### src/logic/icache_pkg.sv
`default_nettype none

package icache_pkg;

  ////////////////////
  // geometry
  ////////////////////

  // physical byte address
  localparam int unsigned AddrWidth   = 16;
  // one instruction word per fetch
  localparam int unsigned FetchWidth  = 32;
  // line size in bytes and bits
  localparam int unsigned LineBytes   = 16;
  localparam int unsigned LineWidth   = LineBytes * 8;
  localparam int unsigned OffsetWidth = $clog2(LineBytes);
  // sets per way
  localparam int unsigned NumSets     = 16;
  localparam int unsigned IndexWidth  = $clog2(NumSets);
  // whatever is left above index and offset
  localparam int unsigned TagWidth    = AddrWidth - IndexWidth - OffsetWidth;

  ////////////////////
  // port payloads
  ////////////////////

  typedef logic [LineWidth-1:0] line_t;

  // fetch request, byte address
  typedef struct packed {
    logic [AddrWidth-1:0] addr;
  } fetch_req_t;

  // fetch response, one instruction word
  typedef struct packed {
    logic [FetchWidth-1:0] data;
  } fetch_rsp_t;

  // refill request, always line aligned
  typedef struct packed {
    logic [AddrWidth-1:0] addr;
  } refill_req_t;

  // refill response carries the whole line
  typedef struct packed {
    line_t data;
  } refill_rsp_t;

  // tag array entry, valid bit on top
  typedef struct packed {
    logic                valid;
    logic [TagWidth-1:0] tag;
  } tag_entry_t;

  // controller states
  typedef enum logic [1:0] {
    IDLE,
    READ,
    MISS,
    FLUSH
  } ctrl_state_e;

endpackage

`default_nettype wire

### src/logic/icache_ctrl.sv
`default_nettype none

module icache_ctrl
  import icache_pkg::*;
(
  input  logic                   clk_i,
  input  logic                   rst_ni,
  input  logic                   flush_i,
  input  logic                   en_i,
  // fetch port
  input  logic                   fetch_req_valid_i,
  input  fetch_req_t             fetch_req_i,
  output logic                   fetch_req_ready_o,
  output logic                   fetch_rsp_valid_o,
  // refill port
  output logic                   refill_req_valid_o,
  output refill_req_t            refill_req_o,
  input  logic                   refill_req_ready_i,
  input  logic                   refill_rsp_valid_i,
  // from tag store
  input  logic                   hit_i,
  // to the stores
  output logic                   rd_en_o,
  output logic                   wr_en_o,
  output logic                   flush_en_o,
  output logic                   sample_o,
  output logic                   use_refill_o,
  output logic [IndexWidth-1:0]  index_o,
  output logic [OffsetWidth-1:0] offset_o,
  output logic [TagWidth-1:0]    tag_o
);

  ctrl_state_e           state_d;
  ctrl_state_e           state_q;
  logic                  cache_en_d;
  logic                  cache_en_q;
  // pending flush
  logic                  flush_d;
  logic                  flush_q;
  logic [IndexWidth-1:0] flush_cnt_q;
  logic                  flush_done;
  logic [AddrWidth-1:0]  addr_d;
  logic [AddrWidth-1:0]  addr_q;
  logic                  take;
  logic                  hit;

  ////////////////////
  // address latch
  ////////////////////

  assign take   = fetch_req_valid_i & fetch_req_ready_o;
  assign addr_d = take ? fetch_req_i.addr : addr_q;

  // arrays see the new index in the cycle the request is taken
  assign index_o  = (state_q == FLUSH) ? flush_cnt_q : addr_d[OffsetWidth +: IndexWidth];
  assign tag_o    = addr_q[AddrWidth-1 -: TagWidth];
  assign offset_o = addr_q[OffsetWidth-1:0];

  // line aligned refill address
  assign refill_req_o.addr = {addr_q[AddrWidth-1:OffsetWidth], {OffsetWidth{1'b0}}};

  // no lookup while disabled
  assign rd_en_o = take & cache_en_q;
  // a disabled cache never hits, so it goes down the miss path
  assign hit     = hit_i & cache_en_q;

  assign flush_done = (flush_cnt_q == IndexWidth'(NumSets - 1));

  ////////////////////
  // FSM
  ////////////////////

  always_comb begin
    state_d    = state_q;
    // turning off is immediate, turning on goes through flush
    cache_en_d = cache_en_q & en_i;
    flush_d    = flush_q | flush_i;

    fetch_req_ready_o  = 1'b0;
    fetch_rsp_valid_o  = 1'b0;
    refill_req_valid_o = 1'b0;
    wr_en_o            = 1'b0;
    flush_en_o         = 1'b0;
    sample_o           = 1'b0;
    use_refill_o       = 1'b0;

    unique case (state_q)
      IDLE: begin
        // pending flush or enable rising edge clears first
        if (flush_d || (en_i && !cache_en_q)) begin
          state_d = FLUSH;
        end else begin
          fetch_req_ready_o = 1'b1;
          if (fetch_req_valid_i) begin
            state_d = READ;
          end
        end
      end
      READ: begin
        // tag data valid now, victim gets sampled
        sample_o = 1'b1;
        if (hit) begin
          fetch_rsp_valid_o = 1'b1;
          state_d           = IDLE;
          // back to back lookup unless a flush waits
          if (!flush_d) begin
            fetch_req_ready_o = 1'b1;
            if (fetch_req_valid_i) begin
              state_d = READ;
            end
          end
        end else begin
          // hold here until memory takes the request
          refill_req_valid_o = 1'b1;
          if (refill_req_ready_i) begin
            state_d = MISS;
          end
        end
      end
      MISS: begin
        // word comes straight from the refill line
        if (refill_rsp_valid_i) begin
          fetch_rsp_valid_o = 1'b1;
          use_refill_o      = 1'b1;
          // store only while enabled
          wr_en_o           = cache_en_q;
          state_d           = IDLE;
        end
      end
      FLUSH: begin
        flush_en_o = 1'b1;
        if (flush_done) begin
          state_d    = IDLE;
          flush_d    = 1'b0;
          cache_en_d = en_i;
        end
      end
      default: begin
        state_d = IDLE;
      end
    endcase
  end

  always_ff @(posedge clk_i or negedge rst_ni) begin
    if (!rst_ni) begin
      state_q     <= IDLE;
      cache_en_q  <= 1'b0;
      flush_q     <= 1'b0;
      flush_cnt_q <= '0;
      addr_q      <= '0;
    end else begin
      state_q    <= state_d;
      cache_en_q <= cache_en_d;
      flush_q    <= flush_d;
      addr_q     <= addr_d;
      // walks all sets once per flush
      if (flush_en_o) begin
        flush_cnt_q <= flush_done ? '0 : flush_cnt_q + 1'b1;
      end
    end
  end

endmodule

`default_nettype wire

### config.mk
export PLATFORM = sky130hd
export DESIGN_NAME = icache_ctrl
export DESIGN_NICKNAME = d
export VERILOG_FILES = /design/src/logic/icache_pkg.sv /design/src/logic/icache_ctrl.sv
export SDC_FILE = /design/constraint.sdc
export NUM_CORES = 1
export LEC_CHECK = 0
export ABC_CLOCK_PERIOD_IN_PS = 5100
export BUFFER_PORTS_ARGS = -buffer_cell sky130_fd_sc_hd__buf_2
export CAP_MARGIN = 0
export CORE_MARGIN = 2
export CORE_UTILIZATION = 48
export DETAILED_ROUTE_END_ITERATION = 8
export GPL_TIMING_DRIVEN = 0
export PLACE_DENSITY = 0.83
export SYNTH_ARGS = -nofsm -noshare
export SYNTH_HDL_FRONTEND = slang
export SYNTH_SLANG_ARGS = --single-unit
### constraint.sdc
create_clock -name clk_i -period 5.1 [get_ports clk_i]
set_input_delay 0 -clock clk_i [delete_from_list [all_inputs] [get_ports clk_i]]
set_output_delay 0 -clock clk_i [all_outputs]
set_load 0.1 [all_outputs]
==> reports/summary.txt <==
Area occupied by multi-input gates: 568.0 um2
Register area share after synthesis: 47.01%
Power per standard cell area: 466.2 nW/um2
Number of remaining DRC errors: 0
Share of cells above drive strength 1: 53.72%
Final HPWL DP: 2143 um
First DRT Iteration DRCs: 22
Final setup viols: 0
Largest net degree at the start of global routing: 25
ANT cells: 0
Die height: 55.59 um
Most common cell after layout, fill and taps aside: buf_2
Unrepaired setup endpoints after global routing: no
Average wire per standard cell: 13.75 um
Synthesized area: 1277 um2
Total GRT Usage: 19.74%
First drt pass iteration count: 4
H-tree Lvls: 1
Cells after Synth: 104
Vias in the first global route: 1,103
Min cycle time layout: 2504 ps
Leak: 1.044 nW
Max VDD drop: 0.4586 mV
Fin. max-slew vios: 0
Final Wtd Congestion: 0.7859
Arrival @ worst endpoint: 2500 ps
Maxcap violations: 0
Worst-Margin Slew: 514.7 ps
Setup TNS: 0 ps
Dpl cells: 196
DRT Wirelength: 2997 um
FMAX: 399.4 MHz
Final period utilization: 49.10%
Initial Util: 51.10%
Initial antenna violation count: 0
Synth unique cells: 32
Clock Skew: 5.588 ps
Routed via count: 1,096
Max-slew headroom: 65.69%
#FFs+latches synth: 24
Core ar.: 2500 um2
First-pass GRT wire length: 4885 um
Clk slew on worst S/H paths: 120 ps
Cell row count: 18
Post-CTS Setup Repair Bufs: 0
Tot Pwr: 864.4 uW
Worst hold slack: 79.39 ps
Yosys warns: 0
CP Max Fanout: 7
FF/Latch Area: 600.6 um2
Hold Path Class: input port to flip-flop
Most frequent cells in the layout: buf_2, dfrtp_1, mux2_2
CTS buffer count: 3
Outcome: finished clean
Via density: 5.028
Area growth, synth to finish: 45.15%
Final-report hold violation count: 0
Fill count: 160
Die W: 55.59 um
CTS sink cnt: 24
Total grt overflow: 0
DIE AREA: 3090 um2
CP Launch Type: flip-flop
Post-route ant nets: 0
Worst-skew pair later-pin latency: 310 ps
Clock tree buffer depth: 2
Worst Setup End Kind: output pin
Nets@finish: 218
WHS Path Cells: 3
Clock root buffer: clkbuf_4
Cells on worst reg2reg path: 6
Syn_area_per_cell: 12.28 um2
# IOs: 64
Buffers on Ports: 59
CP required: 5100 ps
Setup CP Type: flip-flop to output pin
CTS tree: yes
Layout Cells excl Fill: 218
[path summary, 6_finish.rpt]
check,from,to,slack [ps]
worst min-delay path,flush_i,flush_q,80
min in group asynchronous,rst_ni,addr_q[9],190
max in group asynchronous,rst_ni,addr_q[7],4570
worst max register to register,state_q[0],addr_q[8],3150
worst min register to register,addr_q[0],addr_q[0],520
worst max-delay path,state_q[0],index_o[2],2600
[critical path, stage by stage, from the launching register on]
cell       delay (ps)
dfrtp_1           400
inv_1              90
ha_1              250
and2b_1           200
o2111ai_4         310
mux2_2            390
mux2_2            270
buf_2             290
[where the power goes]
part / leakage (nW) / internal, mW / switching [mW]
combinational: 0.699 / 0.128 / 0.355
sequential: 0.317 / 0.219 / 0.0279
clock: 0.0279 / 0.0795 / 0.0549
total: 1.04 / 0.426 / 0.438
[layer usage]
layer  GRT usage (%)  part of all wire (%)  vias up
met5               0                     0        -
li1                -                     -      521
met4           4.181                  0.27        0
met2           35.20                    54       47
met1           22.14                    37      526
met3           7.907                   8.0        2
[timing repair]
action	4_1_cts	5_1_grt
hold buffers	18	0
resized for setup	0	0
endpoints found under the hold margin	41	0
[synthesized netlist by cell type]
library cell   n  area (um2)
a21boi_0       1       7.510
a21boi_1       1       7.510
a21o_2         1       8.760
a21oi_1        1       5.000
a221oi_1       1       8.760
a31oi_1        1       6.260
a41oi_1        2       17.52
and2b_1        1       7.510
and3_1         1       6.260
and4_1         1       8.760
buf_1          1       3.750
buf_4         13       97.59
clkbuf_1       1       3.750
conb_1         1       3.750
dfrtp_1       24       600.6
ha_1           5       62.56
inv_1          4       15.01
mux2_2        22       247.7
mux2i_1        1       10.01
nand2_1        4       15.01
nand2b_1       1       6.260
nand3_1        3       15.01
nand4_1        1       6.260
nor2_4         1       11.26
nor2b_1        2       12.51
o2111ai_4      1       26.28
o211ai_1       1       7.510
o21a_1         1       7.510
o21ai_0        3       15.01
o31ai_1        1       7.510
o32a_1         1       10.01
xnor2_1        1       8.760
[through the flow]
step	utilization, %	setup slack [ps]	cell area [um2]
floorplan	-	1266	1289
global placement	64.86	3004	1622
global route	74.17	2480	1854
finish	74.17	2596	1854
detailed placement	64.86	2956	1622
CTS	74.17	2579	1854
[sequential cells by signal, indices dropped and copies added, names as in the netlist]
signal       count
addr_q          16
flush_cnt_q      4
cache_en_q       1
state_q          2
flush_q          1
[cells by family after synthesis]
family / after synthesis / synth area share (%)
compound gates: 16 / 10.58
xor+xnor: 1 / 0.6857
fa+ha+maj: 5 / 4.897
buf+inv: 19 / 9.401
flops: 24 / 47.01
mux: 23 / 20.18
other cells: 1 / 0.2935
simple gates: 15 / 6.954
[final cells by class]
cell class	count	area share, %
Timing Repair Buffer	77	25.64
Tap cell	30	2.024
Inverter	4	0.8097
Clock buffer	3	1.215
Multi-Input combinational cell	64	30.63
Sequential cell	24	32.39
Clock inverter	1	1.619
Buffer	15	5.668
Note: power is estimated with default switching activity, not from simulation.
