<file path="config.mk">
export PLATFORM = sky130hd
export DESIGN_NAME = icache_victim_sel
export DESIGN_NICKNAME = d
export VERILOG_FILES = /design/src/logic/icache_pkg.sv /design/src/logic/icache_victim_sel.sv
export SDC_FILE = /design/constraint.sdc
export NUM_CORES = 1
export LEC_CHECK = 0
export ABC_CLOCK_PERIOD_IN_PS = 900
export BUFFER_PORTS_ARGS = -buffer_cell sky130_fd_sc_hd__buf_4
export CAP_MARGIN = 25
export CORE_AREA = 2 2 39 41
export CTS_CLUSTER_SIZE = 16
export DETAILED_ROUTE_END_ITERATION = 16
export DIE_AREA = 0 0 41 43
export HOLD_SLACK_MARGIN = 0.02
export PLACE_DENSITY_LB_ADDON = 0.08
export SETUP_SLACK_MARGIN = 0.5
export SYNTH_ARGS = -nofsm -noshare
export SYNTH_HDL_FRONTEND = slang
export SYNTH_SLANG_ARGS = --single-unit
</file>
<file path="constraint.sdc">
create_clock -name clk_i -period 0.9 [get_ports clk_i]
set_input_delay 0.09 -clock clk_i [delete_from_list [all_inputs] [get_ports clk_i]]
set_output_delay 0.09 -clock clk_i [all_outputs]
set_load 0.05 [all_outputs]
</file>
<file path="src/logic/icache_pkg.sv">
`default_nettype none

package icache_pkg;

  ////////////////////
  // geometry
  ////////////////////

  // physical byte address
  localparam int unsigned AddrWidth   = 16;
  // one instruction word per fetch
  localparam int unsigned FetchWidth  = 32;
  // line size in bytes and bits
  localparam int unsigned LineBytes   = 16;
  localparam int unsigned LineWidth   = LineBytes * 8;
  localparam int unsigned OffsetWidth = $clog2(LineBytes);
  // sets per way
  localparam int unsigned NumSets     = 16;
  localparam int unsigned IndexWidth  = $clog2(NumSets);
  // whatever is left above index and offset
  localparam int unsigned TagWidth    = AddrWidth - IndexWidth - OffsetWidth;

  ////////////////////
  // port payloads
  ////////////////////

  typedef logic [LineWidth-1:0] line_t;

  // fetch request, byte address
  typedef struct packed {
    logic [AddrWidth-1:0] addr;
  } fetch_req_t;

  // fetch response, one instruction word
  typedef struct packed {
    logic [FetchWidth-1:0] data;
  } fetch_rsp_t;

  // refill request, always line aligned
  typedef struct packed {
    logic [AddrWidth-1:0] addr;
  } refill_req_t;

  // refill response carries the whole line
  typedef struct packed {
    line_t data;
  } refill_rsp_t;

  // tag array entry, valid bit on top
  typedef struct packed {
    logic                valid;
    logic [TagWidth-1:0] tag;
  } tag_entry_t;

  // controller states
  typedef enum logic [1:0] {
    IDLE,
    READ,
    MISS,
    FLUSH
  } ctrl_state_e;

endpackage

`default_nettype wire

</file>
<file path="src/logic/icache_victim_sel.sv">
`default_nettype none

module icache_victim_sel
  import icache_pkg::*;
#(
  parameter  int unsigned NumWays  = 4,
  localparam int unsigned WayWidth = $clog2(NumWays)
) (
  input  logic                clk_i,
  input  logic                rst_ni,
  // high in the lookup cycle
  input  logic                sample_i,
  // high when a line is written
  input  logic                refill_i,
  input  logic [WayWidth-1:0] inv_way_i,
  input  logic                all_valid_i,
  output logic [NumWays-1:0]  way_oh_o
);

  logic [7:0]          lfsr_d;
  logic [7:0]          lfsr_q;
  logic [WayWidth-1:0] repl_way;
  logic [NumWays-1:0]  way_oh_q;

  // x^8 + x^6 + x^5 + x^4 + 1, maximal length
  assign lfsr_d = {lfsr_q[6:0], lfsr_q[7] ^ lfsr_q[5] ^ lfsr_q[4] ^ lfsr_q[3]};

  // free way first, random way when the set is full
  assign repl_way = all_valid_i ? lfsr_q[WayWidth-1:0] : inv_way_i;

  always_ff @(posedge clk_i or negedge rst_ni) begin
    if (!rst_ni) begin
      // any nonzero seed
      lfsr_q   <= 8'hA5;
      way_oh_q <= '0;
    end else begin
      // step only when a valid line gets evicted
      if (refill_i && all_valid_i) begin
        lfsr_q <= lfsr_d;
      end
      // choice frozen for the write in miss
      if (sample_i) begin
        way_oh_q <= NumWays'(1) << repl_way;
      end
    end
  end

  assign way_oh_o = way_oh_q;

endmodule

`default_nettype wire

</file>
==> summary.txt, run 1 <==
Dpl hpwl - 788.1 um
Vias/cell - 4.733
Setup violators final - 10
Most frequent cell after synthesis - dfrtp_1
Final setup TNS - -311.1 ps
Worst slew pin tran - 196.0 ps
Critical path class - flip-flop to flip-flop
Area of the core - 1384 um2
Reg-to-reg endpoint - lfsr_q[0]
Failing checks - hold timing, setup timing
Lkg Pwr - 0.3646 nW
Flop pwr share - 40.6%
Antenna Nets Post-Route - 0
CTS clk-pin slew, worst paths - 80 ps
Pin count of the biggest net entering global routing - 13
Worst skew pair latency - 270 ps
Async SR Flop Fraction - 100.0%
DR DRC count - 0
GRT overflow - 0
Final hold violation count - 12
DR pass1 iterations - 1
CP required - 1090 ps
Post-Place Cells - 68
Number of synthesized flops with an enable pin - 0
Net switching power - 0.8041 mW
Slew headroom - 86.67%
Die area - 1763 um2
First-pass GRT wire length - 1.669 mm
Initial antenna violation count - 0
Initial Util - 41.23%
Area delta synth->final - 38.38%
Distinct cell type count after synthesis - 13
Ys Warns - 0
Routed vias - 355
CP Max Fanout - 2
Power per Cell Area - 3215 nW/um2
Worst Setup End Kind - flip-flop
Clock power share - 16.3%
Synth Cell Area - 570.5 um2
Maximum clock path buffer count - 2
Die width - 41 um
RSZ-0062 raised after global routing - yes
Reg-to-Reg Start - lfsr_q[5]
Synth cell count leaders - dfrtp_1, mux2_4, dfstp_2, inv_1, nand3_1
Final worst-path cycle share - 108.5%
PortBufs - 10
Setup Skew - 7.038 ps
Worst reg-to-reg setup slack - -80 ps
Wirelength, routed - 943 um
Die Y - 43 um
Fin crit period - 976.1 ps
Leading area contributor after synthesis - dfrtp_1
Status - complete, but fails checks
Power Internal - 1.734 mW
Worst hold path type - primary input to async pin
CTS tree - yes
Worst reg2reg path depth - 3
Post-synth top area share - 35.09%
Antenna cells - 0
Max Clk Rate - 1.025 GHz
Initial DRC count - 0
Max-cap violations - 0
Hold_ws - -357.5 ps
Routability congestion estimate - 0.6028
VDD IR-drop max - 1.195 mV
Setup WS post-layout - -76.07 ps
Wire per inst - 12.57 um
GRT Overall Usage - 14.83%
Row count - 14
Vias in the first global route - 389
CTS Buf Count - 3
Layout Cells excl Fill - 75
Sequential element share of the synthesized area - 53.51%
# IOs - 11
Seq cells post-synth - 12
Pins Over Slew Limit - 0
Final net count - 67
Switching Fraction - 31.68%
Arr. time, crit path - 1170 ps
Cells after Synth - 42
Syn_nets - 49
Htree depth - 1
Combinational Power Share - 43.2%
Synthesized area per cell - 13.58 um2
Prevailing post-synth register cell - dfrtp_1
Root Buffer - clkbuf_4
Share of cells above drive strength 1 - 72.88%
Startpoint Class - flip-flop
CTS sink count - 12
Largest cells by area after synthesis - dfrtp_1, dfstp_2, mux2_4, mux2_2, xnor2_1
-- placed cells by master (no fill, tap or decap), drive strengths merged --
| cell type | netlist | routed |
|---|---|---|
| mux2i | 2 | 2 |
| clkbuf | 0 | 4 |
| buf | 1 | 14 |
| nand2 | 2 | 2 |
| o21ai | 5 | 5 |
| xnor2 | 3 | 3 |
| dfrtp | 8 | 8 |
| inv | 4 | 4 |
| nand3 | 4 | 4 |
| mux2 | 9 | 9 |
| dfstp | 4 | 4 |
-- per-stage QoR --
step	setup slack (ps)	area, um2	power [mW]	utilization (%)
final	-76.07	789.5	2.538	57.05
after global routing	-143.2	789.5	2.711	57.05
after CTS	-90.49	774.5	2.516	55.97
after detailed placement	-73.63	689.4	1.944	49.82
after global placement	-17.80	689.4	1.875	49.82
after floorplan	-11.99	598.1	1.681	-
-- cells by family after synthesis --
family	after synthesis	synth area share (%)
flops	12	53.51
buf+inv	5	4.604
mux	11	25.22
xor+xnor	3	4.606
simple gates	6	7.675
compound gates	5	4.385
-- power groups by stage --
stage | sequential, mW | clock (mW) | combinational (mW)
2_1_floorplan | 1.13 | 0 | 0.548
3_3_place_gp | 1.00 | 0 | 0.875
3_5_place_dp | 1.03 | 0 | 0.913
4_1_cts | 1.03 | 0.426 | 1.06
5_1_grt | 1.06 | 0.467 | 1.18
6_report | 1.03 | 0.413 | 1.10
-- routing by layer --
layer	part of all wire (%)	vias up	global-route usage, %
met5	0	-	0
met4	0	0	6.000
met3	3.5	0	7.853
met2	56	10	22.50
met1	40	168	16.72
li1	-	177	-
-- worst max-delay path, cell delays in order (launching register included) --
cell and delay, ps:
dfstp_2 560, xnor2_2 80, xnor2_1 120, o21ai_1 150
-- flip-flops by register name, indices dropped and copies added (netlist names) --
| signal | count |
|---|---|
| way_oh_o | 4 |
| lfsr_q | 8 |
-- layout make-up --
class                      count  area, um2
multi-input combinational     25      284.0
inverter                       4      15.01
timing repair buffer          14      123.9
clock buffer                   4      36.28
sequential                    12      310.3
fill                         126      594.3
tap                           16      20.02
-- worst max path at each step --
stage	from	to	slack [ps]
finish	lfsr_q[5]	lfsr_q[0]	-80
global route	lfsr_q[5]	lfsr_q[0]	-140
CTS	lfsr_q[7]	lfsr_q[0]	-90
detailed placement	lfsr_q[7]	lfsr_q[0]	-70
global placement	lfsr_q[0]	way_oh_o[3]	-20
floorplan	lfsr_q[5]	lfsr_q[0]	-10
-- repair_timing --
action / CTS / global route
pin swaps: 0 / 4
setup endpoints to repair: 16 / 16
gates resized for setup: 9 / 2
setup buffers: 2 / 1
endpoints found under the hold margin: 12 / 12
Power figures use the tool's default switching activity.
==> run 2, diff against run 1 <==
ABC_CLOCK_PERIOD_IN_PS = 1200   (was 900)
SLEW_MARGIN = 40   (was unset)
clock period = 1.2 ns   (was 0.9 ns; I/O delays follow)
==> run 2 against run 1 <==
The run now ends clean. Core utilization unchanged. Routed wire length shrank 0.74%. Highest routed layer unchanged. Final area unchanged. Power is 28% lower.
==> summary.txt, run 2 (synthesis gave the netlist of run 1 again) <==
Min-delay src - sample_i
Max stage delay on crit path - 420 ps
Power per Cell Area - 2315 nW/um2
Clock power share - 14.1%
Power Internal - 1.225 mW
Pins Over Slew Limit - 0
Share of cells above drive strength 1 - 70.00%
DR DRC count - 0
Max reg flops - 8
Final worst-path cycle share - 80.31%
Switching Fraction - 32.99%
Tot Pwr - 1.827 mW
Worst slack at placement - 242.7 ps
Setup Skew - 7.641 ps
Setup WS post-layout - 236.3 ps
Hold path endpoint - way_oh_o[2]
Reg-to-Reg Start - lfsr_q[5]
Met1 usage in global routing - 17.12%
Worst path bufs/invs - 1
Post-Place Cells - 67
Fin crit period - 963.7 ps
Top Usage Layer GRT - met2
Most frequent cells in the layout - mux2_4, buf_4, buf_6
PortBufs - 10
Final net count - 68
Reg-to-reg endpoint - lfsr_q[0]
Antenna Nets Post-Route - 0
M2 GR Usage - 21.56%
CTS clk-pin slew, worst paths - 80 ps
# IOs - 11
Area of the core - 1384 um2
Combinational Power Share - 43.8%
Area delta synth->final - 38.38%
Wirelength, routed - 936 um
CTS sink count - 12
CP cell instances - buf_6
CP delay by family, top - flip-flops
Max-cap violations - 0
Worst reg2reg path depth - 3
Initial DRC count - 1
Die area - 1763 um2
Met3 GRT Util - 7.853%
Slew headroom - 86.93%
Initial antenna violation count - 0
Most flops, register - lfsr_q
Die Y - 43 um
Final hold violation count - 0
Worst slew pin tran - 192.2 ps
GRT Overall Usage - 14.64%
Pin count of the biggest net entering global routing - 13
RSZ-0062 raised after global routing - yes
Worst skew pair latency - 270 ps
Worst Setup End Kind - output pin
Htree depth - 1
Startpoint Class - flip-flop
Worst reg-to-reg setup slack - 240 ps
CTS Buf Count - 3
DR pass1 iterations - 2
Lkg Pwr - 0.3630 nW
Wire per inst - 12.32 um
Die width - 41 um
Slowest CP cell - dfrtp_2
CTS tree - yes
Arr. time, crit path - 840 ps
Routability congestion estimate - 0.6058
VDD IR-drop max - 0.9813 mV
Worst hold path type - primary input to flip-flop
Net switching power - 0.6029 mW
CP required - 1080 ps
Vias/cell - 4.855
Status - finished, final reports clean
Routed vias - 369
Initial Util - 41.23%
CP Max Fanout - 2
GRT overflow - 0
Antenna cells - 0
Layout Cells excl Fill - 76
Max Clk Rate - 1.038 GHz
Final setup TNS - 0 ps
Critical path class - flip-flop to output pin
Maximum clock path buffer count - 2
Critical Path Start - way_oh_o[0]
Dpl hpwl - 682.4 um
Setup violators final - 0
Hold depth - 2
Vias in the first global route - 403
Root Buffer - clkbuf_4
First-pass GRT wire length - 1.656 mm
Flop pwr share - 42.0%
Row count - 14
[run 2: changes by cell type in the layout (fill, tap and decap cells not counted), sizes merged]
cell and change:
dlygate4sd3 +1
[run 2: through the flow]
step	instance area, um2	hold WS [ps]	util (%)
floorplan	598.1	-175.6	-
global placement	681.9	-39.49	49.28
detailed placement	681.9	-35.02	49.28
CTS	767.0	69.21	55.43
global route	789.5	65.46	57.05
finish	789.5	73.25	57.05
[run 2: per-layer routing]
layer	part of all wire (%)	vias up	wire (um)
met5	0	-	0
met4	0	0	0
met3	5.7	0	53
met2	50	10	467
met1	44	181	414
li1	-	178	-
[run 2: cell type report]
class | instances | area [um2]
sequential | 12 | 310.3
timing repair buffer | 15 | 133.9
fill | 120 | 594.3
clock buffer | 4 | 26.28
multi-input combinational | 25 | 284.0
tap | 16 | 20.02
inverter | 4 | 15.01
[run 2: power groups by stage]
stage / sequential, mW / clock [mW] / combinational [mW]
finish: 0.768 / 0.259 / 0.801
global route: 0.793 / 0.300 / 0.863
CTS: 0.764 / 0.275 / 0.757
detailed placement: 0.767 / 0 / 0.651
global placement: 0.754 / 0 / 0.631
floorplan: 0.850 / 0 / 0.411
[run 2: repair_timing]
action,4_1_cts,5_1_grt
pin swaps,1,0
cloned,0,0
hold endpoints to repair,12,0
resized for setup,7,4
hold buffers,1,0
buffers inserted,3,1
endpoints found under the setup margin,16,16
[run 2: how the worst max path moves through the flow]
stage / to / slack, ps / cells past startpoint
finish: way_oh_o[0] / 240 / 1
global route: lfsr_q[0] / 200 / 3
CTS: way_oh_o[0] / 230 / 1
detailed placement: lfsr_q[0] / 240 / 3
global placement: way_oh_o[3] / 280 / 3
floorplan: lfsr_q[0] / 290 / 3
==> run 3, diff against run 2 <==
ABC_AREA = 1   (was unset)
ABC_CLOCK_PERIOD_IN_PS = 1000   (was 1200)
clock period = 1 ns   (was 1.2 ns; I/O delays follow)
==> run 3 against run 2 <==
Routed wire length grew 20%. Clock-buffer cell count stayed put. Synthesized cell count increased by 79%. Sequential power is essentially flat. Final area up 2.4%. Flip-flop and latch count is the same. Setup slack got worse by 200 ps. Area after synthesis up 9.2%. Highest routed layer is now met4. Register-to-register slack lost 200 ps. Worst hold slack got worse by 24 ps. Largest power group is now sequential cells. Core utilization grew 1.4 points. Global-route usage is 1.7 points higher.
==> summary.txt, run 3 <==
Pin count of the biggest net entering global routing - 13
Synthesized area per cell - 8.308 um2
Max Clk Rate - 1.035 GHz
GRT Overall Usage - 16.29%
CP required - 1210 ps
Largest cells by area after synthesis - dfrtp_1, dfstp_2, nand2_1, o21ai_2, inv_1
Worst reg-to-reg setup slack - 30 ps
Row count - 14
Lkg Pwr - 0.3992 nW
Ys Warns - 0
Sequential element share of the synthesized area - 49.00%
Area delta synth->final - 29.72%
Async SR Flop Fraction - 100.0%
CP Max Fanout - 4
Die Y - 43 um
Flop pwr share - 41.9%
# IOs - 11
Area of the core - 1384 um2
Initial antenna violation count - 0
Leading area contributor after synthesis - dfrtp_1
Critical path class - flip-flop to flip-flop
Die width - 41 um
DR DRC count - 0
Reg-to-Reg Start - lfsr_q[5]
Hold depth - 2
Distinct cell type count after synthesis - 11
GRT overflow - 0
Htree depth - 1
Power per Cell Area - 2267 nW/um2
Switching Fraction - 36.07%
Layout Cells excl Fill - 107
Dpl hpwl - 802.1 um
Share of cells above drive strength 1 - 48.35%
Initial DRC count - 4
Reg-to-reg endpoint - lfsr_q[0]
First-pass GRT wire length - 1.938 mm
Setup violators final - 0
Final worst-path cycle share - 96.58%
Commonest non-fill, non-tap cell in the layout - nand2_1
Die area - 1763 um2
Wirelength, routed - 1.123 mm
Net switching power - 0.6610 mW
Power Internal - 1.172 mW
Slew headroom - 88.31%
Synth Cell Area - 623.1 um2
Worst skew pair latency - 270 ps
Maximum clock path buffer count - 2
Synth cell count leaders - nand2_1, inv_1, o21ai_2, dfrtp_1
Most frequent cells in the layout - nand2_1, inv_1, o21ai_2
Arr. time, crit path - 1180 ps
Max reg flops - 8
Antenna Nets Post-Route - 0
CTS sink count - 12
DR pass1 iterations - 4
Combinational Power Share - 37.3%
Prevailing post-synth register cell - dfrtp_1
Syn_nets - 82
Most flops, register - lfsr_q
Routed vias - 518
Vias/cell - 4.841
Final hold violation count - 0
Worst reg2reg path depth - 6
Pins Over Slew Limit - 0
Number of synthesized flops with an enable pin - 0
Hold path endpoint - way_oh_o[2]
Initial Util - 45.03%
PortBufs - 10
RSZ-0062 raised after global routing - yes
Most frequent cell after synthesis - nand2_1
Post-synth top area share - 32.13%
Vias in the first global route - 488
Startpoint Class - flip-flop
Worst slew pin tran - 175.2 ps
CTS Buf Count - 3
Min-delay src - sample_i
Worst Setup End Kind - flip-flop
Wire per inst - 10.50 um
Fin crit period - 965.8 ps
Routability congestion estimate - 0.6820
Setup Skew - 2.898 ps
Max-cap violations - 0
VDD IR-drop max - 0.9635 mV
Status - finished, final reports clean
CTS tree - yes
Seq cells post-synth - 12
Antenna cells - 0
Cells after Synth - 75
Clock power share - 20.8%
CTS clk-pin slew, worst paths - 80 ps
Post-Place Cells - 99
Worst hold path type - primary input to flip-flop
Final net count - 99
Final Util - 58.41%
Root Buffer - clkbuf_4
## run 3: worst max-delay path by stage
| stage | slack, ps | end | startpoint | depth (start not counted) |
|---|---|---|---|---|
| global route | -60 | lfsr_q[0] | lfsr_q[5] | 6 |
| global placement | 70 | way_oh_o[2] | lfsr_q[0] | 5 |
| CTS | 40 | way_oh_o[1] | way_oh_o[1] | 1 |
| floorplan | 110 | way_oh_o[2] | lfsr_q[0] | 5 |
| detailed placement | 50 | way_oh_o[2] | lfsr_q[0] | 5 |
| finish | 30 | lfsr_q[0] | lfsr_q[5] | 6 |
## run 3: cell families (layout without fill, tap and decap cells)
family | Yosys count | in the layout | share of synthesized area [%]
AOI/OAI and AO/OA | 15 | 15 | 17.47
and+or+nand+nor | 32 | 32 | 21.49
buffers and inverters | 16 | 32 | 12.05
DFF | 12 | 12 | 49.00
## run 3: cell type report
class / instances / area (um2)
Sequential cell: 12 / 307.8
Tap cell: 16 / 20.02
Timing Repair Buffer: 14 / 133.9
Multi-Input combinational cell: 47 / 257.7
Clock buffer: 4 / 36.28
Inverter: 14 / 52.55
Fill cell: 142 / 575.6
## run 3: worst max-delay path: stages, from the launching register on
cell and delay [ps]:
dfstp_2 580, nand2_2 70, inv_2 50, nor2_2 30
nand2_1 50, nand3_1 60, nand2_1 60
## run 3: power by group through the flow
stage	Sequential, mW	Combinational (mW)	Clock [mW]
after detailed placement	0.758	0.568	0
after CTS	0.762	0.641	0.401
after floorplan	0.842	0.338	0
final	0.768	0.684	0.381
after global routing	0.786	0.764	0.408
after global placement	0.754	0.564	0
## run 3: repair_timing
item / 4_1_cts / 5_1_grt
endpoints found under the setup margin: 16 / 16
setup buffers: 2 / 1
hold endpoints to repair: 12 / 0
pin swaps: 0 / 3
resized for setup: 8 / 6
hold buffers: 1 / 0
## run 3: per-stage QoR
step           total power [mW]  hold WS (ps)  setup slack (ps)  instance area, um2  TNS, ps
2_1_floorplan             1.180        -195.6             107.5               625.6        0
3_3_place_gp              1.319        -50.21             67.33               698.2        0
3_5_place_dp              1.326        -51.91             54.31               698.2        0
4_1_cts                   1.803         32.10             39.76               784.5        0
5_1_grt                   1.957         41.77            -56.44               808.3   -58.86
6_report                  1.833         48.76             34.24               808.3        0
## run 3: per-layer routing
| layer | part of all wire (%) | routed length, um | GRT usage [%] | up-vias |
|---|---|---|---|---|
| li1 | - | - | - | 266 |
| met1 | 42 | 475 | 19.59 | 241 |
| met2 | 53 | 592 | 25.31 | 9 |
| met3 | 4.1 | 46 | 3.141 | 2 |
| met4 | 0.80 | 9 | 10.00 | 0 |
| met5 | 0 | 0 | 0 | - |
