### src/logic/icache_pkg.sv
`default_nettype none

package icache_pkg;

  ////////////////////
  // geometry
  ////////////////////

  // physical byte address
  localparam int unsigned AddrWidth   = 16;
  // one instruction word per fetch
  localparam int unsigned FetchWidth  = 32;
  // line size in bytes and bits
  localparam int unsigned LineBytes   = 16;
  localparam int unsigned LineWidth   = LineBytes * 8;
  localparam int unsigned OffsetWidth = $clog2(LineBytes);
  // sets per way
  localparam int unsigned NumSets     = 16;
  localparam int unsigned IndexWidth  = $clog2(NumSets);
  // whatever is left above index and offset
  localparam int unsigned TagWidth    = AddrWidth - IndexWidth - OffsetWidth;

  ////////////////////
  // port payloads
  ////////////////////

  typedef logic [LineWidth-1:0] line_t;

  // fetch request, byte address
  typedef struct packed {
    logic [AddrWidth-1:0] addr;
  } fetch_req_t;

  // fetch response, one instruction word
  typedef struct packed {
    logic [FetchWidth-1:0] data;
  } fetch_rsp_t;

  // refill request, always line aligned
  typedef struct packed {
    logic [AddrWidth-1:0] addr;
  } refill_req_t;

  // refill response carries the whole line
  typedef struct packed {
    line_t data;
  } refill_rsp_t;

  // tag array entry, valid bit on top
  typedef struct packed {
    logic                valid;
    logic [TagWidth-1:0] tag;
  } tag_entry_t;

  // controller states
  typedef enum logic [1:0] {
    IDLE,
    READ,
    MISS,
    FLUSH
  } ctrl_state_e;

endpackage

`default_nettype wire

### src/logic/icache_sram.sv
`default_nettype none

module icache_sram
  import icache_pkg::*;
#(
  parameter type         entry_t = logic,
  parameter int unsigned Depth   = NumSets
) (
  input  logic                  clk_i,
  input  logic                  rst_ni,
  input  logic                  req_i,
  input  logic                  we_i,
  input  logic [IndexWidth-1:0] addr_i,
  input  entry_t                wdata_i,
  output entry_t                rdata_o
);

  // storage, no reset
  entry_t mem_q [Depth];
  // read data register
  entry_t rdata_q;

  // write port
  always_ff @(posedge clk_i) begin
    if (req_i && we_i) begin
      mem_q[addr_i] <= wdata_i;
    end
  end

  // read data shows up one cycle after the strobe
  // and holds until the next read
  always_ff @(posedge clk_i or negedge rst_ni) begin
    if (!rst_ni) begin
      rdata_q <= '0;
    end else if (req_i && !we_i) begin
      rdata_q <= mem_q[addr_i];
    end
  end

  assign rdata_o = rdata_q;

endmodule

`default_nettype wire

### src/logic/icache_tag_store.sv
`default_nettype none

module icache_tag_store
  import icache_pkg::*;
#(
  parameter  int unsigned NumWays  = 4,
  localparam int unsigned WayWidth = $clog2(NumWays)
) (
  input  logic                  clk_i,
  input  logic                  rst_ni,
  input  logic                  rd_en_i,
  input  logic                  vld_we_i,
  // 1 writes a valid entry on refill, 0 clears on flush
  input  logic                  vld_set_i,
  input  logic [NumWays-1:0]    way_oh_i,
  input  logic [IndexWidth-1:0] index_i,
  input  logic [TagWidth-1:0]   tag_i,
  output logic                  hit_o,
  output logic [WayWidth-1:0]   hit_way_o,
  output logic [WayWidth-1:0]   inv_way_o,
  output logic                  all_valid_o
);

  tag_entry_t         wdata;
  tag_entry_t         rdata [NumWays];
  logic [NumWays-1:0] way_req;
  logic [NumWays-1:0] hit_vec;
  logic [NumWays-1:0] vld_vec;

  // flush writes an all zero entry
  assign wdata.valid = vld_set_i;
  assign wdata.tag   = vld_set_i ? tag_i : '0;

  ////////////////////
  // tag arrays
  ////////////////////

  for (genvar i = 0; i < NumWays; i++) begin : gen_way
    // lookup reads every way
    // refill writes the victim only, flush hits all ways
    assign way_req[i] = rd_en_i | (vld_we_i & (~vld_set_i | way_oh_i[i]));

    icache_sram #(
      .entry_t ( tag_entry_t ),
      .Depth   ( NumSets     )
    ) u_tag_sram (
      .clk_i   ( clk_i      ),
      .rst_ni  ( rst_ni     ),
      .req_i   ( way_req[i] ),
      .we_i    ( vld_we_i   ),
      .addr_i  ( index_i    ),
      .wdata_i ( wdata      ),
      .rdata_o ( rdata[i]   )
    );

    // compare against the latched tag
    assign vld_vec[i] = rdata[i].valid;
    assign hit_vec[i] = rdata[i].valid && (rdata[i].tag == tag_i);
  end

  ////////////////////
  // hit and free way
  ////////////////////

  assign hit_o       = |hit_vec;
  assign all_valid_o = &vld_vec;

  // lowest index wins for both encoders
  always_comb begin
    hit_way_o = '0;
    inv_way_o = '0;
    for (int i = NumWays - 1; i >= 0; i--) begin
      if (hit_vec[i]) begin
        hit_way_o = WayWidth'(i);
      end
      if (!vld_vec[i]) begin
        inv_way_o = WayWidth'(i);
      end
    end
  end

endmodule

`default_nettype wire

### config.mk
export PLATFORM = sky130hd
export DESIGN_NAME = icache_tag_store
export DESIGN_NICKNAME = d
export VERILOG_FILES = /design/src/logic/icache_pkg.sv /design/src/logic/icache_sram.sv /design/src/logic/icache_tag_store.sv
export SDC_FILE = /design/constraint.sdc
export NUM_CORES = 1
export LEC_CHECK = 0
export BUFFER_PORTS_ARGS = -buffer_cell sky130_fd_sc_hd__buf_2
export CAP_MARGIN = 5
export CORE_MARGIN = 1
export CORE_UTILIZATION = 35
export DETAILED_ROUTE_END_ITERATION = 7
export GPL_TIMING_DRIVEN = 0
export MAX_ROUTING_LAYER = met4
export SETUP_SLACK_MARGIN = 0.1
export SLEW_MARGIN = 20
export SYNTH_ARGS = -nofsm -noshare
export SYNTH_HDL_FRONTEND = slang
export SYNTH_SLANG_ARGS = --single-unit
### constraint.sdc
create_clock -name clk_i -period 3.1 [get_ports clk_i]
set_clock_uncertainty 0.2 [all_clocks]
set_input_delay 0.155 -clock clk_i [delete_from_list [all_inputs] [get_ports clk_i]]
set_output_delay 0.155 -clock clk_i [all_outputs]
set_load 0.02 [all_outputs]
==> results.md, run 1 <==
* Slack of the critical path at 100 ps
* First-pass GRT wire length at 79100 um
* Initial core utilization at 35.5%
* CP Capture Type: flip-flop
* Hold Fails Final Rpt at 0
* Syn avg cell area at 21.1 um2
* Final wirelength at 54000 um
* PwrDens at 656 nW/um2
* Total power draw at 17.9 mW
* RSZ-0062 raised after global routing: true
* Number of buffers created by CTS at 61
* H-tree depth at 2
* Hold slack at 22.5 ps
* Initial drt markers at 1193
* Antenna cells at 0
* Most common cell after layout, fill and taps aside: edfxtp_1
* Placement Rows at 95
* Register area share after synthesis at 76.2%
* Largest area contributor in the netlist: edfxtp_1
* Synthesized area at 23900 um2
* VDD IR max at 0.435 mV
* Core Footprint at 67400 um2
* WP data required at 3130 ps
* Placed Cells at 2021
* Boundary Pins at 27
* Num Clock Sinks at 612
* Max-slew violation count at 0
* Setup Crit Path Kind: in2reg
* Layout cells sized above 1 at 25.9%
* F_max at 333 MHz
* Vias per Instance at 5.29
* Worst-Skew Late Latency at 620 ps
* Layout fillers at 5886
* Netlist cell types at 25
* Root Driver: clkbuf_16
* GRT Total Usage at 16.2%
* DR pass1 iterations at 6
* Post-DRT Antenna Nets at 0
* Gate Count Post-Synth at 1132
* Synth top area share at 72.4%
* Most frequent cells in the layout: edfxtp_1, mux4_2, nor2_1, clkbuf_16, clkbuf_1
* Grt ovf at 0
* Largest net degree at the start of global routing at 65
* Max-slew headroom at 25.7%
* Final Critical Period at 3000 ps
* Crit path launch type: primary input
* Die Width at 263 um
* CTS tree: done
* Max_cap viols at 0
* Routed vias at 11300
* Post-layout net count at 1235
* HPWL Detailed at 34700 um
* Setup violators final at 0
* Slew @ Worst Pin at 1110 ps
* Ranking of synthesized cells by area: edfxtp_1, mux4_2, dfrtp_1, mux2_2, a221o_1
* Layout area overhead at 13.9%
* Routed length per instance at 25.3 um
* Vias in the first global route at 11600
* Setup slack at placement at -500 ps
* Syn Nets at 1153
* PortBufs at 14
* Initial antenna violation count at 1
* Yosys reg bits at 612
* # DRC at 0
* Longest Clk Path Bufs at 3
* Outcome: finished, final reports clean
* Gpl congestion at 0.850
* Post-route insts no fill at 2138
* Die H at 263 um
* CP arrival at 3030 ps
* Synth warn at 0
* CP Max Fanout at 10
* Placed inst area at 25100 um2
* Die area at 69300 um2
* Reg clk slew, reported paths at 60 ps
* Post-route cell area at 27200 um2
* Final period util at 96.8%
* Min-delay worst type: in2async
* LEAKAGE at 7.93 nW
[registers in the layout, summed over array words and instances, names as in the netlist]
name	flops
gen_way.u_tag_sram.rdata_o	36
gen_way.u_tag_sram.mem_q	576
[power breakdown]
part / internal (mW) / switching, mW / total [mW]
Combinational: 0.425 / 0.626 / 1.05
Sequential: 9.27 / 0.104 / 9.38
Clock: 4.37 / 3.06 / 7.43
[final timing paths]
check | startpoint | end | slack [ps] | cells past startpoint
setup / recovery | index_i[3] | gen_way[0].u_tag_sram.mem_q[11][1]$_DFFE_PP_ | 100 | 6
hold / removal | rst_ni | gen_way[3].u_tag_sram.rdata_o[0]$_DFFE_PN0P_ | 20 | 2
setup reg to reg | gen_way[0].u_tag_sram.mem_q[14][7]$_DFFE_PP_ | gen_way[0].u_tag_sram.rdata_o[7]$_DFFE_PN0P_ | 1090 | 4
hold reg to reg | gen_way[2].u_tag_sram.rdata_o[1]$_DFFE_PN0P_ | gen_way[2].u_tag_sram.rdata_o[1]$_DFFE_PN0P_ | 340 | 1
max in group asynchronous | rst_ni | gen_way[0].u_tag_sram.rdata_o[3]$_DFFE_PN0P_ | 2130 | 2
min in group clk_i | vld_we_i | gen_way[1].u_tag_sram.mem_q[0][8]$_DFFE_PP_ | 140 | 3
[cells in the mapped netlist (all sizes together)]
| master | count |
|---|---|
| nor3 | 41 |
| mux4 | 144 |
| a21oi | 2 |
| nand3 | 9 |
| and2 | 8 |
| dfrtp | 36 |
| nand2 | 15 |
| xnor2 | 25 |
| inv | 1 |
| xor2 | 7 |
| mux2i | 36 |
| mux2 | 36 |
| nand2b | 3 |
| a21boi | 1 |
| edfxtp | 576 |
| nor2 | 71 |
| o21ai | 4 |
| buf | 31 |
| nand4 | 5 |
| nor2b | 4 |
| a221o | 36 |
| clkbuf | 40 |
| nor4 | 1 |
[timing repair]
action / 4_1_cts / 5_1_grt
gates resized for setup: 0 / 7
hold buffers: 3 / 0
endpoints found under the hold margin: 100 / 0
setup endpoints to repair: 0 / 162
buffers inserted: 0 / 0
[per-stage QoR]
| step | setup TNS [ps] | utilization [%] |
|---|---|---|
| CTS | 0 | 40.3 |
| global route | 0 | 40.4 |
| detailed placement | -100890 | 37.3 |
| floorplan | 0 | - |
| global placement | -537950 | 37.2 |
| finish | 0 | 40.4 |
[worst max-delay path, cell delays in order]
cell and delay, ps:
buf_2 220, clkbuf_1 660, buf_2 360, nor2b_1 430, nand3_1 370, nor2_1 820
[cell type report]
cell class                 count  area, um2  share of cell area (%)
sequential                   612      18200                    66.9
inverter                       1       3.75                  0.0138
multi-input combinational    448       5440                    20.0
timing repair buffer          19        160                   0.588
buffer                        71        304                    1.12
clock inverter                38        362                    1.33
tap                          873       1090                    4.01
clock buffer                  76       1670                    6.12
[routing by layer]
layer | vias up | track usage, % | part of all wire [%]
met5 | - | - | 0
met3 | 88 | 2.94 | 6.2
met2 | 377 | 24.7 | 47
li1 | 4845 | - | -
met4 | 0 | 4.71 | 2.2
met1 | 6007 | 22.2 | 44
[kinds of logic (layout without fill, tap and decap cells)]
logic type	after synthesis	count (layout)	synth area share (%)
AO/OA/AOI/OAI	43	43	1.67
XOR/XNOR	32	32	1.17
buffers and inverters	72	205	1.29
flip-flops	612	612	76.2
multiplexers	216	216	16.8
AND/OR/NAND/NOR	157	157	2.95
Power figures use the tool's default switching activity.
==> run 2: changes to the inputs <==
--- a/config.mk
+++ b/config.mk
@@ -9,6 +9,7 @@
 export CAP_MARGIN = 5
 export CORE_MARGIN = 1
 export CORE_UTILIZATION = 35
+export CTS_CLUSTER_SIZE = 10
 export DETAILED_ROUTE_END_ITERATION = 7
 export GPL_TIMING_DRIVEN = 0
 export MAX_ROUTING_LAYER = met4
@@ -16,4 +17,5 @@
 export SLEW_MARGIN = 20
 export SYNTH_ARGS = -nofsm -noshare
 export SYNTH_HDL_FRONTEND = slang
+export SYNTH_HIERARCHICAL = 1
 export SYNTH_SLANG_ARGS = --single-unit
==> results.md, run 2 <==
* Outcome: finished, final reports clean
* F_max at 342 MHz
* Die area at 71200 um2
* Register area share after synthesis at 74.1%
* RR Endpoint: gen_way[2].u_tag_sram/rdata_o[8]$_DFFE_PN0P_
* Predominant post-synthesis flop cell: edfxtp_1
* Synth Area in Compound Gates at 3.19%
* CP max stage cell: dfrtp_1
* Slew @ Worst Pin at 971 ps
* Synth async-reset ratio at 5.88%
* Die Width at 267 um
* Postcts setup bufs at 0
* Worst-path cell chain: xor2_1 -> nor4_1 -> nand4_1 -> nor2b_4 -> nor3_2 -> buf_2
* Synth Area in Adders at 0%
* Layout cells sized above 1 at 20.8%
* Largest area contributor in the netlist: edfxtp_1
* Grt ovf at 0
* Setup Crit Path Kind: reg2out
* First-pass GRT wire length at 84200 um
* EDFF count, synth at 576
* Num Clock Sinks at 612
* Synth warn at 6
* Post-DRT Antenna Nets at 0
* Most common cell after layout, fill and taps aside: edfxtp_1
* Boundary Pins at 27
* PwrDens at 644 nW/um2
* Placement Rows at 96
* Post-layout util at 40.9%
* Commonest cells post-synth: edfxtp_1, mux2i_1, nor2_1
* Final wirelength at 56600 um
* HPWL Detailed at 34700 um
* Gpl congestion at 0.848
* Met3 usage in global routing at 3.32%
* Syn avg cell area at 18.9 um2
* Ranking of synthesized cells by area: edfxtp_1, mux4_2, mux2i_1, dfrtp_1, nor2_1
* Largest net degree at the start of global routing at 65
* RSZ-0062 raised after global routing: false
* Hold Fails Final Rpt at 0
* Final Critical Period at 2920 ps
* FF-to-FF setup slack at 1150 ps
* CP Capture Type: output port
* Routed vias at 12500
* Total power draw at 18.1 mW
* Layout area overhead at 14.8%
* Vias in the first global route at 12600
* Met1 usage at 23.7%
* Netlist cell types at 41
* Most frequent cells in the layout: edfxtp_1, mux2i_1, nor2_1
* Count leader, synth: edfxtp_1
* Syn Nets at 1321
* Synth Area in Simple Gates at 5.37%
* WP data required at 2740 ps
* Post-layout net count at 1426
* Mux contribution to synthesized area at 13.8%
* Met2 Usage GRT at 24.4%
* Crit path launch type: flip-flop
* GRT busiest layer: met2
* CP arrival at 2560 ps
* Final period util at 94.2%
* Max_cap viols at 0
* Max-slew headroom at 35.0%
* Longest Clk Path Bufs at 3
* Max-slew violation count at 0
* Reg2reg start: gen_way[2].u_tag_sram/mem_q[3][8]$_DFFE_PP_
* PortBufs at 17
* Largest reg by FF count: gen_way.u_tag_sram/mem_q
* Gate Count Post-Synth at 1300
* Post-synthesis xor/xnor area fraction at 1.17%
* Reg clk slew, reported paths at 50 ps
* Vias per Instance at 5.25
* Core Footprint at 68900 um2
* Synth top area share at 70.5%
* H-tree depth at 3
* # DRC at 0
* Initial drt markers at 1128
* Worst-Skew Late Latency at 600 ps
* Initial antenna violation count at 1
* Number of buffers created by CTS at 72
* LEAKAGE at 8.60 nW
* Root Driver: clkbuf_16
* CTS tree: done
* Initial core utilization at 35.6%
* Die H at 267 um
* Setup violators final at 0
* Yosys reg bits at 612
* DR pass1 iterations at 5
* Min-delay worst type: in2async
* Synthesized area at 24500 um2
* CP peak stage delay at 400 ps
* VDD IR max at 0.542 mV
* Worst r2r path cells at 4
* Hold slack at 92.3 ps
* GRT Total Usage at 16.7%
* Largest family of logic cells by synthesized area: multiplexers
* CP Max Fanout at 2
* Routed length per instance at 23.7 um
* Max reg flops at 576
## run 2: cell count changes in the layout (fill, tap and decap cells not counted), moves of 16 or more
cell,before,now
nor2_1,63,91
a221o_1,36,0
nor3_1,41,14
nor3_2,0,18
clkinv_2,16,0
o32a_1,0,24
mux2_2,36,0
buf_2,31,54
mux4_2,144,88
o221ai_1,0,24
mux2i_1,36,120
and2_1,0,28
## run 2: cell families (layout without fill, tap and decap cells)
kind of cell              count (synthesis)  count (layout)
buffers and inverters                    85             237
muxes                                   216             216
AOI/OAI and AO/OA                       103             103
DFF                                     612             612
xor gates and xnor gates                 32              32
other                                     0               2
and+or+nand+nor                         252             252
## run 2: how the worst max path moves through the flow
stage,start,endpoint,slack (ps)
2_1_floorplan,index_i[0],gen_way[0].u_tag_sram/mem_q[0][0]$_DFFE_PP_,690
5_1_grt,gen_way[2].u_tag_sram/rdata_o[3]$_DFFE_PN0P_,hit_way_o[1],130
4_1_cts,gen_way[1].u_tag_sram/rdata_o[5]$_DFFE_PN0P_,hit_way_o[0],140
6_report,gen_way[2].u_tag_sram/rdata_o[3]$_DFFE_PN0P_,hit_way_o[1],180
3_5_place_dp,index_i[3],gen_way[2].u_tag_sram/mem_q[8][5]$_DFFE_PP_,-40
3_3_place_gp,vld_set_i,gen_way[0].u_tag_sram/mem_q[14][5]$_DFFE_PP_,-1300
## run 2: power breakdown
group / total, mW / leakage [nW] / internal (mW) / switching [mW]
registers: 9.35 / 5.02 / 9.25 / 0.0963
logic: 1.13 / 2.56 / 0.436 / 0.696
clock network: 7.66 / 1.01 / 4.55 / 3.11
total: 18.1 / 8.60 / 14.2 / 3.90
## run 2: critical path: cells and delay by family (launching register included)
kind / cells / cell delay, ps
buffers and inverters: 1 / 240
flip-flops: 1 / 400
AND/OR/NAND/NOR: 4 / 1180
XOR/XNOR: 1 / 150
## run 2: metrics by stage
| stage | area, um2 | worst slack [ps] | instances | TNS (ps) |
|---|---|---|---|---|
| final | 28200 | 180 | 2385 | 0 |
| after detailed placement | 26000 | -39.8 | 2258 | -729 |
| after floorplan | 24500 | 693 | 1300 | 0 |
| after global routing | 28200 | 128 | 2384 | 0 |
| after global placement | 25800 | -1300 | 2248 | -586680 |
| after CTS | 28200 | 138 | 2383 | 0 |
## run 2: repair_timing
item                                    CTS  global route
hold endpoints to repair                 49             0
endpoints found under the setup margin    0             1
hold buffers                              4             0
gates resized for setup                   0             1
## run 2: layout make-up
cell class,count,area (um2)
plain buffers,85,567
multi-input cells,603,5890
well taps,931,1160
repair buffers,31,245
fillers,6146,40800
flip-flops and latches,612,18200
clock buffers,117,2080
clock inverters,4,37.5
diodes,2,5.00
## run 2: layer usage
layer / vias up / share of wire, % / wire length (um)
li1: 5458 / - / -
met1: 6573 / 46 / 26200
met2: 397 / 45 / 25700
met3: 97 / 6.0 / 3370
met4: 0 / 2.4 / 1330
met5: - / 0 / 0
==> run 3: changes to the inputs <==
==> constraint.sdc (replaced) <==
create_clock -name clk_i -period 3.1 [get_ports clk_i]
set_clock_uncertainty 0.2 [all_clocks]
set_input_delay 0.31 -clock clk_i [delete_from_list [all_inputs] [get_ports clk_i]]
set_output_delay 0.31 -clock clk_i [all_outputs]
set_load 0.02 [all_outputs]
==> results.md, run 3 (synthesis gave the netlist of run 2 again) <==
* Setup Crit Path Kind: reg2out
* Die area at 71200 um2
* Root Driver: clkbuf_16
* HPWL Detailed at 34700 um
* Routed length per instance at 23.5 um
* PwrDens at 644 nW/um2
* LEAKAGE at 8.58 nW
* Final period util at 93.9%
* H-tree depth at 3
* First-pass GRT wire length at 83500 um
* Placement Rows at 96
* Number of buffers created by CTS at 72
* Core Footprint at 68900 um2
* CP Max Fanout at 2
* Most common cell after layout, fill and taps aside: edfxtp_1
* Reg clk slew, reported paths at 50 ps
* Die H at 267 um
* Worst-Skew Late Latency at 590 ps
* GRT Total Usage at 16.6%
* Gpl congestion at 0.848
* Initial drt markers at 1106
* Layout cells sized above 1 at 20.8%
* WP data required at 2590 ps
* Final wirelength at 56000 um
* PortBufs at 17
* Slew @ Worst Pin at 978 ps
* Largest net degree at the start of global routing at 68
* Largest reg by FF count: gen_way.u_tag_sram/mem_q
* Post-DRT Antenna Nets at 0
* Grt ovf at 0
* Max_cap viols at 0
* Max-slew headroom at 34.6%
* Initial core utilization at 35.6%
* CP arrival at 2400 ps
* DR pass1 iterations at 5
* Boundary Pins at 27
* Max-slew violation count at 0
* Post-layout util at 40.8%
* Hold Fails Final Rpt at 0
* Setup slack at placement at -195 ps
* Vias in the first global route at 12500
* Slack of the critical path at 189 ps
* Vias per Instance at 5.23
* CP Capture Type: output port
* Post-layout net count at 1424
* RSZ-0062 raised after global routing: false
* Initial antenna violation count at 1
* # DRC at 0
* CTS tree: done
* Setup violators final at 0
* F_max at 343 MHz
* Die Width at 267 um
* Outcome: finished, final reports clean
* Max reg flops at 576
* Routed vias at 12500
* Crit path launch type: flip-flop
* Most frequent cells in the layout: edfxtp_1, mux2i_1, nor2_1
* Final Critical Period at 2910 ps
* Layout area overhead at 14.6%
* VDD IR max at 0.542 mV
* Min-delay worst type: in2reg
* Num Clock Sinks at 612
* Longest Clk Path Bufs at 3
run 3: final timing paths:
path | to | start | depth (start not counted) | slack (ps)
max in group asynchronous | gen_way[3].u_tag_sram/rdata_o[6]$_DFFE_PN0P_ | rst_ni | 2 | 1830
setup reg to reg | gen_way[2].u_tag_sram/rdata_o[8]$_DFFE_PN0P_ | gen_way[2].u_tag_sram/mem_q[3][8]$_DFFE_PP_ | 4 | 1150
hold / removal | gen_way[0].u_tag_sram/mem_q[15][8]$_DFFE_PP_ | vld_set_i | 1 | 170
setup / recovery | hit_way_o[1] | gen_way[2].u_tag_sram/rdata_o[3]$_DFFE_PN0P_ | 7 | 190
hold reg to reg | gen_way[2].u_tag_sram/rdata_o[7]$_DFFE_PN0P_ | gen_way[2].u_tag_sram/rdata_o[7]$_DFFE_PN0P_ | 1 | 320
min in group asynchronous | gen_way[1].u_tag_sram/rdata_o[3]$_DFFE_PN0P_ | rst_ni | 2 | 250
run 3: where the power goes:
group / leakage [nW] / internal, mW / total, mW / switching [mW]
combinational: 2.55 / 0.431 / 1.12 / 0.690
clock: 1.01 / 4.55 / 7.65 / 3.10
sequential: 5.02 / 9.25 / 9.35 / 0.0970
total: 8.58 / 14.2 / 18.1 / 3.89
run 3: per-layer routing:
layer | track usage [%] | routed length, um | up-vias | share of wire, %
li1 | - | - | 5443 | -
met1 | 23.1 | 25500 | 6512 | 46
met2 | 24.1 | 25300 | 398 | 45
met3 | 3.90 | 3730 | 97 | 6.7
met4 | 5.11 | 1420 | 0 | 2.5
met5 | - | 0 | - | 0
run 3: layout make-up:
class / instances / area, um2
Timing Repair Buffer: 29 / 205
Clock inverter: 4 / 37.5
Multi-Input combinational cell: 603 / 5890
Fill cell: 6150 / 40800
Clock buffer: 117 / 2080
Buffer: 85 / 567
Antenna cell: 1 / 2.50
Tap cell: 931 / 1160
Sequential cell: 612 / 18200
run 3: critical path: stages, from the launching register on:
cell	delay, ps
dfrtp_1	400
xor2_1	150
nor4_1	290
nand4_1	130
buf_4	180
nor2b_4	130
nor3_2	290
buf_2	240
run 3: what timing repair did:
item	CTS	global route
gates resized for setup	1	0
buffers inserted	1	0
hold buffers	1	0
endpoints found under the setup margin	2	0
hold endpoints to repair	36	0
run 3: metrics by stage:
step	instance area [um2]	total power, mW	TNS [ps]	instances	hold WS, ps
2_1_floorplan	24500	10.2	0	1300	-186
3_3_place_gp	25800	10.6	-718540	2248	290
3_5_place_dp	26000	10.6	-23350	2258	300
4_1_cts	28100	18.3	0	2381	141
5_1_grt	28100	18.7	0	2382	165
6_report	28100	18.1	0	2382	168
